==> config.mk <==
export PLATFORM = sky130hd
export DESIGN_NAME = axi_id_remap
export DESIGN_NICKNAME = d
export VERILOG_FILES = /design/src/rtl/axi_remap_pkg.sv /design/src/rtl/axi_find_first_one.sv /design/src/rtl/axi_id_match.sv /design/src/rtl/axi_id_remap.sv /design/src/rtl/axi_id_table.sv
export SDC_FILE = /design/constraint.sdc
export NUM_CORES = 1
export LEC_CHECK = 0
export BUFFER_PORTS_ARGS = -buffer_cell sky130_fd_sc_hd__buf_4
export CORE_UTILIZATION = 55
export CTS_BUF_LIST = sky130_fd_sc_hd__clkbuf_8
export CTS_CLUSTER_DIAMETER = 150
export CTS_CLUSTER_SIZE = 30
export DETAILED_ROUTE_END_ITERATION = 10
export GPL_ROUTABILITY_DRIVEN = 0
export HOLD_SLACK_MARGIN = 0.06
export PLACE_DENSITY_LB_ADDON = 0.12
export SLEW_MARGIN = 20
export SYNTH_ARGS = -nofsm -noshare
export SYNTH_HDL_FRONTEND = slang
export SYNTH_SLANG_ARGS = --single-unit
==> constraint.sdc <==
create_clock -name clk_i -period 3.7 [get_ports clk_i]
set_input_delay 0.555 -clock clk_i [delete_from_list [all_inputs] [get_ports clk_i]]
set_output_delay 0.555 -clock clk_i [all_outputs]
set_load 0.01 [all_outputs]
==> src/rtl/axi_remap_pkg.sv <==
// Remapper widths, slot count, vector typedefs and the request and result structs
package axi_remap_pkg;

  // Number of narrow slot IDs offered on the master side
  localparam int NUM_SLOTS      = 8;
  // Width of the original ID seen on the slave side
  localparam int IN_ID_WIDTH    = 6;
  localparam int SLOT_IDX_WIDTH = $clog2(NUM_SLOTS);
  // Each slot tracks up to three outstanding transactions
  localparam int CNT_WIDTH      = 2;

  typedef logic [IN_ID_WIDTH-1:0]    in_id_t;
  typedef logic [SLOT_IDX_WIDTH-1:0] slot_idx_t;
  typedef logic [CNT_WIDTH-1:0]      slot_cnt_t;
  typedef logic [NUM_SLOTS-1:0]      slot_mask_t;

  // Highest count a slot can reach before further requests are refused
  localparam slot_cnt_t CNT_MAX = '1;

  // An allocation request only carries the wide ID for now
  typedef struct packed {
    in_id_t id;
  } remap_req_t;

  // Registered outcome of an allocation, slot is zero when rejected
  typedef struct packed {
    slot_idx_t slot;
    logic      rejected;
  } alloc_res_t;

  // Slot that already holds the requested ID
  typedef struct packed {
    slot_idx_t slot;
    logic      hit;
  } match_res_t;

endpackage

==> src/rtl/axi_find_first_one.sv <==
// Binary tree that finds the lowest set bit of a vector and flags an empty vector
`timescale 1ns/1ps

module axi_find_first_one #(
  // Width of the searched vector, at least two
  parameter int WIDTH = 2
) (
  input  logic [WIDTH-1:0]         in_i,
  output logic [$clog2(WIDTH)-1:0] first_one_o,
  output logic                     no_ones_o
);

  // Depth of the tree, one level per index bit
  localparam int NUM_LEVELS = $clog2(WIDTH);
  localparam int NUM_NODES  = 2**NUM_LEVELS - 1;

  // Leaf index values, so the tree just passes indices upwards
  logic [WIDTH-1:0][NUM_LEVELS-1:0]     index_lut;
  // Per node, whether any bit below it is set
  logic [NUM_NODES-1:0]                 sel_nodes;
  // Per node, the lowest set index below it
  logic [NUM_NODES-1:0][NUM_LEVELS-1:0] index_nodes;

  for (genvar j = 0; j < WIDTH; j++) begin : gen_lut
    assign index_lut[j] = NUM_LEVELS'(j);
  end

  for (genvar level = 0; level < NUM_LEVELS; level++) begin : gen_level
    if (level < NUM_LEVELS - 1) begin : gen_inner
      // Inner nodes prefer the left child, which covers the lower indices
      for (genvar n = 0; n < 2**level; n++) begin : gen_node
        assign sel_nodes[2**level-1+n] =
          sel_nodes[2**(level+1)-1+2*n] | sel_nodes[2**(level+1)-1+2*n+1];
        assign index_nodes[2**level-1+n] = sel_nodes[2**(level+1)-1+2*n] ?
          index_nodes[2**(level+1)-1+2*n] : index_nodes[2**(level+1)-1+2*n+1];
      end
    end else begin : gen_leaves
      // Leaf nodes look at a pair of input bits each
      for (genvar k = 0; k < 2**level; k++) begin : gen_leaf
        if (2*k + 1 < WIDTH) begin : gen_pair
          assign sel_nodes[2**level-1+k]   = in_i[2*k] | in_i[2*k+1];
          assign index_nodes[2**level-1+k] = in_i[2*k] ? index_lut[2*k] : index_lut[2*k+1];
        end else if (2*k < WIDTH) begin : gen_single
          // Odd width leaves a leaf with only one real bit
          assign sel_nodes[2**level-1+k]   = in_i[2*k];
          assign index_nodes[2**level-1+k] = index_lut[2*k];
        end else begin : gen_unused
          // Beyond the vector, tied inactive so they never win
          assign sel_nodes[2**level-1+k]   = 1'b0;
          assign index_nodes[2**level-1+k] = '0;
        end
      end
    end
  end

  // The root node holds the answer for the whole vector
  assign first_one_o = index_nodes[0];
  assign no_ones_o   = ~sel_nodes[0];

endmodule

==> src/rtl/axi_id_match.sv <==
// Comparator bank that locates the occupied slot holding a requested original ID
`timescale 1ns/1ps

module axi_id_match (
  input  axi_remap_pkg::remap_req_t                            req_i,
  input  axi_remap_pkg::slot_mask_t                            occupied_i,
  input  axi_remap_pkg::in_id_t [axi_remap_pkg::NUM_SLOTS-1:0] slot_ids_i,
  output axi_remap_pkg::match_res_t                            match_o
);

  import axi_remap_pkg::*;

  // One bit per slot that is in use and stores the requested ID
  slot_mask_t match_vec;
  slot_idx_t  match_slot;
  logic       no_match;

  // Free slots keep stale IDs, so occupancy has to qualify each compare
  always_comb begin
    for (int s = 0; s < NUM_SLOTS; s++) begin
      match_vec[s] = occupied_i[s] && (slot_ids_i[s] == req_i.id);
    end
  end

  // The table never stores one ID twice, so at most one bit is set here
  axi_find_first_one #(
    .WIDTH       (NUM_SLOTS)
  ) i_match_ffo (
    .in_i        (match_vec),
    .first_one_o (match_slot),
    .no_ones_o   (no_match)
  );

  assign match_o.slot = match_slot;
  // Any set bit means the ID already owns a slot
  assign match_o.hit  = ~no_match;

endmodule

==> src/rtl/axi_id_remap.sv <==
// Top level of the ID remapper connecting the match unit and the slot table
`timescale 1ns/1ps

module axi_id_remap (
  input  logic                      clk_i,
  input  logic                      arst_n_i,
  input  logic                      alloc_i,
  input  axi_remap_pkg::remap_req_t alloc_req_i,
  input  logic                      free_i,
  input  axi_remap_pkg::slot_idx_t  free_slot_i,
  output logic                      alloc_done_o,
  output axi_remap_pkg::alloc_res_t alloc_res_o,
  output logic                      free_done_o,
  output axi_remap_pkg::in_id_t     free_id_o,
  output logic                      full_o
);

  import axi_remap_pkg::*;

  // Table contents fed back to the comparators
  slot_mask_t                occupied;
  in_id_t    [NUM_SLOTS-1:0] slot_ids;
  // Comparator result handed to the table in the same cycle
  match_res_t                match;

  axi_id_match i_id_match (
    .req_i      (alloc_req_i),
    .occupied_i (occupied),
    .slot_ids_i (slot_ids),
    .match_o    (match)
  );

  // The table owns all state and registers both responses
  axi_id_table i_id_table (
    .clk_i        (clk_i),
    .arst_n_i     (arst_n_i),
    .alloc_i      (alloc_i),
    .alloc_req_i  (alloc_req_i),
    .match_i      (match),
    .free_i       (free_i),
    .free_slot_i  (free_slot_i),
    .occupied_o   (occupied),
    .slot_ids_o   (slot_ids),
    .alloc_done_o (alloc_done_o),
    .alloc_res_o  (alloc_res_o),
    .free_done_o  (free_done_o),
    .free_id_o    (free_id_o),
    .full_o       (full_o)
  );

endmodule

==> src/rtl/axi_id_table.sv <==
// Slot table with stored IDs, outstanding counters, allocation decision and registered results
`timescale 1ns/1ps

module axi_id_table (
  input  logic                                                 clk_i,
  input  logic                                                 arst_n_i,
  input  logic                                                 alloc_i,
  input  axi_remap_pkg::remap_req_t                            alloc_req_i,
  input  axi_remap_pkg::match_res_t                            match_i,
  input  logic                                                 free_i,
  input  axi_remap_pkg::slot_idx_t                             free_slot_i,
  output axi_remap_pkg::slot_mask_t                            occupied_o,
  output axi_remap_pkg::in_id_t [axi_remap_pkg::NUM_SLOTS-1:0] slot_ids_o,
  output logic                                                 alloc_done_o,
  output axi_remap_pkg::alloc_res_t                            alloc_res_o,
  output logic                                                 free_done_o,
  output axi_remap_pkg::in_id_t                                free_id_o,
  output logic                                                 full_o
);

  import axi_remap_pkg::*;

  // Per slot state, a slot is in use while its counter is nonzero
  slot_cnt_t [NUM_SLOTS-1:0] cnt_q, cnt_d;
  in_id_t    [NUM_SLOTS-1:0] ids_q;
  slot_mask_t                occupied;

  // Lowest free slot, used when the ID is not in the table yet
  slot_idx_t free_slot;
  logic      no_free;

  // Allocation and release decision
  logic       hit_sat;
  logic       alloc_rej;
  logic       alloc_ok;
  logic       free_ok;
  slot_idx_t  alloc_slot;
  alloc_res_t alloc_res_d;
  slot_mask_t inc_mask;
  slot_mask_t dec_mask;

  // Result registers
  logic       alloc_done_q;
  logic       free_done_q;
  alloc_res_t alloc_res_q;
  in_id_t     free_id_q;

  always_comb begin
    for (int s = 0; s < NUM_SLOTS; s++) begin
      occupied[s] = (cnt_q[s] != '0);
    end
  end

  axi_find_first_one #(
    .WIDTH       (NUM_SLOTS)
  ) i_free_ffo (
    .in_i        (~occupied),
    .first_one_o (free_slot),
    .no_ones_o   (no_free)
  );

  // A hit reuses its slot to keep same-ID ordering, unless that slot is saturated
  assign hit_sat    = (cnt_q[match_i.slot] == CNT_MAX);
  assign alloc_rej  = match_i.hit ? hit_sat : no_free;
  assign alloc_slot = match_i.hit ? match_i.slot : free_slot;
  assign alloc_ok   = alloc_i & ~alloc_rej;
  // Releasing an empty slot is dropped without a response
  assign free_ok    = free_i & occupied[free_slot_i];

  assign alloc_res_d.slot     = alloc_rej ? '0 : alloc_slot;
  assign alloc_res_d.rejected = alloc_rej;

  // Both strobes act on the state from before this edge
  always_comb begin
    inc_mask = '0;
    dec_mask = '0;
    if (alloc_ok) inc_mask[alloc_slot] = 1'b1;
    if (free_ok) dec_mask[free_slot_i] = 1'b1;
  end

  always_comb begin
    cnt_d = cnt_q;
    for (int s = 0; s < NUM_SLOTS; s++) begin
      // Increment and decrement on the same slot cancel out
      case ({inc_mask[s], dec_mask[s]})
        2'b10:   cnt_d[s] = cnt_q[s] + 1'b1;
        2'b01:   cnt_d[s] = cnt_q[s] - 1'b1;
        default: cnt_d[s] = cnt_q[s];
      endcase
    end
  end

  always_ff @(posedge clk_i or negedge arst_n_i) begin
    if (!arst_n_i) begin
      cnt_q        <= '0;
      alloc_done_q <= 1'b0;
      free_done_q  <= 1'b0;
    end else begin
      cnt_q        <= cnt_d;
      alloc_done_q <= alloc_i;
      free_done_q  <= free_ok;
    end
  end

  // A hit writes back the same ID, so the write only matters on a miss
  always_ff @(posedge clk_i) begin
    if (alloc_ok) ids_q[alloc_slot] <= alloc_req_i.id;
    if (alloc_i) alloc_res_q <= alloc_res_d;
    if (free_ok) free_id_q <= ids_q[free_slot_i];
  end

  assign occupied_o   = occupied;
  assign slot_ids_o   = ids_q;
  assign alloc_done_o = alloc_done_q;
  assign alloc_res_o  = alloc_res_q;
  assign free_done_o  = free_done_q;
  assign free_id_o    = free_id_q;
  // Full comes straight from the counters, not from the result registers
  assign full_o       = no_free;

endmodule

Yosys cells after proc, flatten, opt, wreduce, memory -nomap -nowiden
Cells that the tools add are included.
- register bits: 76
- bits of input ports: 13
- logic and storage cells: 151
- add/sub/neg operators: 16
- order comparisons: 5
- eq/ne operators: 25
- mux-type cells: 39
- bitwise logic cells: 19
- reduce and logical (&&, ||, !) cells: 26
- operators with widths (operator ; number):
    48-bit bitwise mux ; 1
    6-bit equality test ; 8
    2-bit one-hot mux with 2 select lines ; 8
    2-bit nonzero test ; 16
    3-bit two-way mux ; 7
    6-bit binary-select mux with 3-bit select ; 1
    6-bit demux with 3-bit select ; 1
    2-bit equality test (second input constant) ; 9
    2-bit by 1-bit adder with 2-bit output (second input constant) ; 8
    2-bit by 1-bit equality test with 1-bit output (second input constant) ; 8
    8-bit two-way mux ; 2
    2-bit by 1-bit subtractor with 2-bit output (second input constant) ; 8
    1-bit OR ; 14
    3-bit by 4-bit < comparator with 1-bit output (second input constant) ; 3
    1-bit two-way mux ; 12
    6-bit two-way mux ; 2
    1-bit logical AND ; 10
    8-bit inverter ; 1
    2-bit binary-select mux with 3-bit select ; 1
    1-bit demux with 3-bit select ; 2
    3-bit by 1-bit >= comparator with 1-bit output (second input constant) ; 2
    1-bit binary-select mux with 3-bit select ; 1
    1-bit bitwise AND ; 2
    2-bit two-way mux ; 1
    1-bit inverter ; 2

Logic depth before layout (Yosys ltp)
- word-level depth: 14
- gate-level depth with buffers: 13

Cells and area by module
From an unflattened synthesis, not the netlist that was laid out.
- cell total of the unflattened synthesis: 342
- area total of the unflattened synthesis: 4257.8 um^2
- modules (own cells, without submodules) (module ; times used ; cells an instance ; area an instance (um^2)):
    axi_id_table ; 1 ; 249 ; 3492.1
    axi_id_match ; 1 ; 71 ; 638.1
    axi_find_first_one ; 2 ; 11 ; 63.8

Worst setup path after synthesis
Ideal clock, no wire load.
- path kind: in2reg
- from: input alloc_req_i[3] (netlist name)
- to: register i_id_table.cnt_q[13] (netlist name)
- data arrival time: 3.283 ns
- data required time: 3.621 ns
- slack: 0.338 ns
- cell stages on the path: 11
- path buffers: 1
- path through: buf_4 -> xor2_1 -> or4_4 -> nor4_4 -> a21oi_2 -> o21ba_2 -> mux2i_2 -> or4_1 -> ha_1 -> nor2_1 -> xor2_1
- cells in the longest elaborated chain, start to end: 14
- RTL lines (item ; line ; source):
    start, declared ; axi_id_remap.sv:8 ; input axi_remap_pkg::remap_req_t alloc_req_i,
    6-bit equality test ; axi_id_match.sv:21 ; match_vec[s] = occupied_i[s] && (slot_ids_i[s] == req_i.id);
    1-bit logical AND ; axi_id_match.sv:21 ;
    1-bit two-way mux / 1-bit OR (equally long branches) ; axi_find_first_one.sv:42, axi_find_first_one.sv:41 ;
    3-bit two-way mux / 1-bit OR (equally long branches) ; axi_find_first_one.sv:34, axi_find_first_one.sv:33 ;
    3-bit two-way mux ; axi_find_first_one.sv:34 ; assign index_nodes[2**level-1+n] = sel_nodes[2**(level+1)-1+2*n] ?
    2-bit binary-select mux with 3-bit select ; axi_id_table.sv:63 ; assign hit_sat = (cnt_q[match_i.slot] == CNT_MAX);
    2-bit two-way mux (implied by the code) ; axi_id_table.sv:63 ;
    2-bit equality test ; axi_id_table.sv:63 ;
    1-bit two-way mux ; axi_id_table.sv:64 ; assign alloc_rej = match_i.hit ? hit_sat : no_free;
    1-bit inverter ; axi_id_table.sv:66 ; assign alloc_ok = alloc_i & ~alloc_rej;
    1-bit bitwise AND ; axi_id_table.sv:66 ;
    8-bit two-way mux (*) ; axi_id_table.sv:77 ; if (alloc_ok) inc_mask[alloc_slot] = 1'b1;
    2-bit by 1-bit equality test with 1-bit output / 2-bit equality test (equally long branches) ; axi_id_table.sv:85 ; case ({inc_mask[s], dec_mask[s]})
    2-bit one-hot mux with 2 select lines / 2-bit nonzero test (equally long branches) ; n/a ;
    end signal, assigned ; axi_id_table.sv:99 ; cnt_q <= cnt_d;
    end, declared ; axi_id_table.sv:24 ; slot_cnt_t [NUM_SLOTS-1:0] cnt_q, cnt_d;
Every way passes the cells marked *; elsewhere a longest branch is shown, timed or not. The select of a mux whose other input is x is not followed.
A chain may end at the register's enable or synchronous reset.

Worst setup path in the final report
- from: register i_id_table.cnt_q[4] (netlist name)
- to: register i_id_table.cnt_q[13] (netlist name)
- cells in the longest elaborated chain, start to end: 14
- RTL lines (item ; line ; source):
    2-bit nonzero test ; axi_id_table.sv:50 ; occupied[s] = (cnt_q[s] != '0);
    1-bit logical AND ; axi_id_match.sv:21 ;
    1-bit two-way mux / 1-bit OR (equally long branches) ; axi_find_first_one.sv:42, axi_find_first_one.sv:41 ;
    3-bit two-way mux / 1-bit OR (equally long branches) ; axi_find_first_one.sv:34, axi_find_first_one.sv:33 ;
    3-bit two-way mux ; axi_find_first_one.sv:34 ;
    2-bit binary-select mux with 3-bit select ; axi_id_table.sv:63 ;
    2-bit two-way mux (implied by the code) ; axi_id_table.sv:63 ;
    2-bit equality test ; axi_id_table.sv:63 ;
    1-bit two-way mux ; axi_id_table.sv:64 ;
    1-bit inverter ; axi_id_table.sv:66 ;
    1-bit bitwise AND ; axi_id_table.sv:66 ;
    8-bit two-way mux ; axi_id_table.sv:77 ;
    2-bit by 1-bit equality test with 1-bit output / 2-bit equality test (equally long branches) ; axi_id_table.sv:85 ;
    2-bit one-hot mux with 2 select lines / 2-bit nonzero test (equally long branches) ; n/a ;
Several ways; a longest one is shown, not always the timed one. The select of a mux whose other input is x is not followed.

==> flow_summary.json <==
{
  "clk_latency_ns": 0.36,
  "synth-edff-count": 58,
  "worstPathRequired_ns": 3.98,
  "wire_per_inst_um": 20.7,
  "remaining_drc_errors": 0,
  "postLayoutCellArea_um2": 4780,
  "finalHoldViolations": 0,
  "cts_tree": "built",
  "path_buf_inv": 0,
  "die_h_um": 90,
  "synth_nets": 364,
  "p_leak_nw": 1.78,
  "grt-ovfl-total": 0,
  "holdCritPathClass": "primary input to flop",
  "floorplan.initialDensity": 0.578,
  "syn-cell-area_um2": 4260,
  "status": "completed",
  "worstPathArrival_ns": 3.71,
  "finalWirelength_um": 10000,
  "maxCapViolCount": 0,
  "synth-seq-cells": 76,
  "critPathTopFamily": "simple AND/OR/NAND/NOR gates",
  "post_cts_buffers": 0,
  "syn_inst": 343,
  "diodes": 0,
  "cts_htree_levels": 3,
  "die-area_um2": 8100,
  "drt_first_pass_iters": 5,
  "clockRootBuffer": "clkbuf_8",
  "cp_cell_sequence": "nor2_1 -> nor4_1 -> and2_1 -> nor4_4 -> a32oi_2 -> and2_1 -> or4_1 -> ha_1 -> xnor2_1 -> nor2_1 -> xor2_1",
  "setup_violations": 0,
  "ir_drop_v": 0.000275,
  "synth-seq-area-share": 0.515,
  "timing.slew.headroom": 0.536,
  "cts_resized": 0,
  "layout_common_cells": "58 x edfxtp_1, 41 x xor2_1, 39 x buf_4",
  "dpl-instance-area_um2": 4580,
  "drive_gt1_frac": 0.223,
  "area_delta_synth_final_pct": 12.2,
  "synthDistinctLibCells": 60,
  "num_vias": 3008,
  "final_util": 0.648,
  "grt_pass1_vias": 2954,
  "io_pins": 26,
  "criticalPathCategory": "flop to flop",
  "cts-buffers-inserted": 9,
  "max_clock_freq_mhz": 291,
  "port_buffers": 25,
  "grt_start_max_net_pins": 24,
  "synth_warnings": 0,
  "fin_nets": 401,
  "skew_ns": 0.0119,
  "syn_avg_cell_area_um2": 12.4,
  "slowest_stage": "or4_1",
  "dp_hpwl_um": 7310,
  "viasPerCell": 6.21,
  "grt_pass1_wl_um": 16000,
  "worstMarginPinSlew_ns": 0.691,
  "cts_sinks": 76,
  "power_density_nw_per_um2": 720,
  "slowest_delay_ns": 0.57,
  "cp_max_fo": 9,
  "rsz0062_at_grt": "false",
  "clock_path_buffers": 2,
  "layout.cells.most_common": "edfxtp_1",
  "core_area_um2": 7370,
  "postRouteAntennaNets": 0,
  "start_kind": "flop",
  "rows": 31,
  "ys.flop_type": "edfxtp_1",
  "fin_tns_setup_ns": 0,
  "grt_antenna_before_repair": 0,
  "async_reset_ff_frac": 0.237,
  "grt.total_usage": 0.264,
  "first_iter_violations": 289,
  "period_minus_slack_ns": 3.43,
  "slew_violations": 0,
  "die_w_um": 90,
  "end_kind": "flop",
  "clk_pin_slew_ns": 0.08,
  "fin_crit_sh": 0.928
}
## cells by family (layout without fill, tap and decap cells)
| logic type | count (synthesis) | in the layout | share of synthesized area |
|---|---|---|---|
| AO/OA/AOI/OAI | 45 | 45 | 0.0826 |
| XOR/XNOR | 72 | 72 | 0.148 |
| adder cells (fa/ha/maj) | 8 | 8 | 0.0235 |
| buffers and inverters | 17 | 59 | 0.0244 |
| flip-flops | 76 | 76 | 0.515 |
| multiplexers | 18 | 18 | 0.0573 |
| AND/OR/NAND/NOR | 107 | 107 | 0.150 |
## through the flow
stage                     std cells  power, mW  setup WS, ns  hold slack, ns
after floorplan                 343       2.33         0.338           0.259
after global placement          467       2.81         0.154           0.434
after detailed placement        467       2.82        0.0918           0.441
after CTS                       484       3.43         0.316           0.364
after global routing            484       3.62        0.0442           0.378
final                           484       3.44         0.266           0.378
## synthesized netlist by cell type (5+ instances only)
| cell | number | area (um2) |
|---|---|---|
| a211oi_1 | 5 | 37.5 |
| a21oi_1 | 5 | 25.0 |
| clkbuf_1 | 5 | 18.8 |
| nand2_1 | 10 | 37.5 |
| or4_1 | 6 | 45.0 |
| nor4_1 | 10 | 62.6 |
| xor2_1 | 41 | 359 |
| o21ai_0 | 5 | 25.0 |
| mux2i_1 | 5 | 50.1 |
| dfrtp_1 | 18 | 450 |
| nor2_1 | 28 | 105 |
| nor3_1 | 11 | 55.1 |
| edfxtp_1 | 58 | 1740 |
| mux2_2 | 8 | 90.1 |
| ha_1 | 8 | 100 |
| nand3_1 | 6 | 30.0 |
| and3_1 | 6 | 37.5 |
| xnor2_1 | 31 | 272 |
## repair_timing
| item | in CTS | in global routing |
|---|---|---|
| endpoints found under the setup margin | 0 | 1 |
| hold buffers | 1 | 0 |
| hold endpoints to repair | 15 | 0 |
## layer usage
| layer | track usage | share of wire | up-vias |
|---|---|---|---|
| met1 | 0.362 | 0.44 | 1466 |
| met4 | 0.117 | 0.031 | 0 |
| met2 | 0.409 | 0.45 | 152 |
| met5 | 0 | 0 | - |
| li1 | - | - | 1360 |
| met3 | 0.0533 | 0.072 | 30 |
## sequential cells by signal, summed over array words and instances (netlist names)
register / cells
i_id_table.alloc_res_o: 4
i_id_table.free_id_o: 6
i_id_table.alloc_done_o: 1
i_id_table.cnt_q: 16
i_id_table.slot_ids_o: 48
i_id_table.free_done_o: 1
## report_power, final
| part | total (mW) | leakage, nW | internal, mW | switching [mW] |
|---|---|---|---|---|
| Sequential | 1.46 | 0.747 | 1.24 | 0.223 |
| Clock | 0.608 | 0.103 | 0.305 | 0.303 |
| Combinational | 1.37 | 0.928 | 0.597 | 0.776 |
## final timing paths
kind	startpoint	end	slack, ns	depth (start not counted)
min reg2reg	i_id_table.cnt_q[15]	i_id_table.cnt_q[15]	0.49	1
max reg2reg	i_id_table.cnt_q[4]	i_id_table.cnt_q[13]	0.27	11
max in group asynchronous	arst_n_i	i_id_table.cnt_q[0]	2.90	2
min	alloc_i	i_id_table.alloc_done_o	0.38	1
max	i_id_table.cnt_q[4]	i_id_table.cnt_q[13]	0.27	11
min in group asynchronous	arst_n_i	i_id_table.free_done_o	0.60	2
## final cells by class
| type | count | area (um2) |
|---|---|---|
| Sequential cell | 76 | 2190 |
| Timing Repair Buffer | 40 | 303 |
| Multi-Input combinational cell | 250 | 1960 |
| Tap cell | 99 | 124 |
| Clock buffer | 9 | 124 |
| Fill cell | 572 | 2590 |
| Clock inverter | 7 | 60.1 |
| Inverter | 3 | 11.3 |
Power figures use the tool's default switching activity.
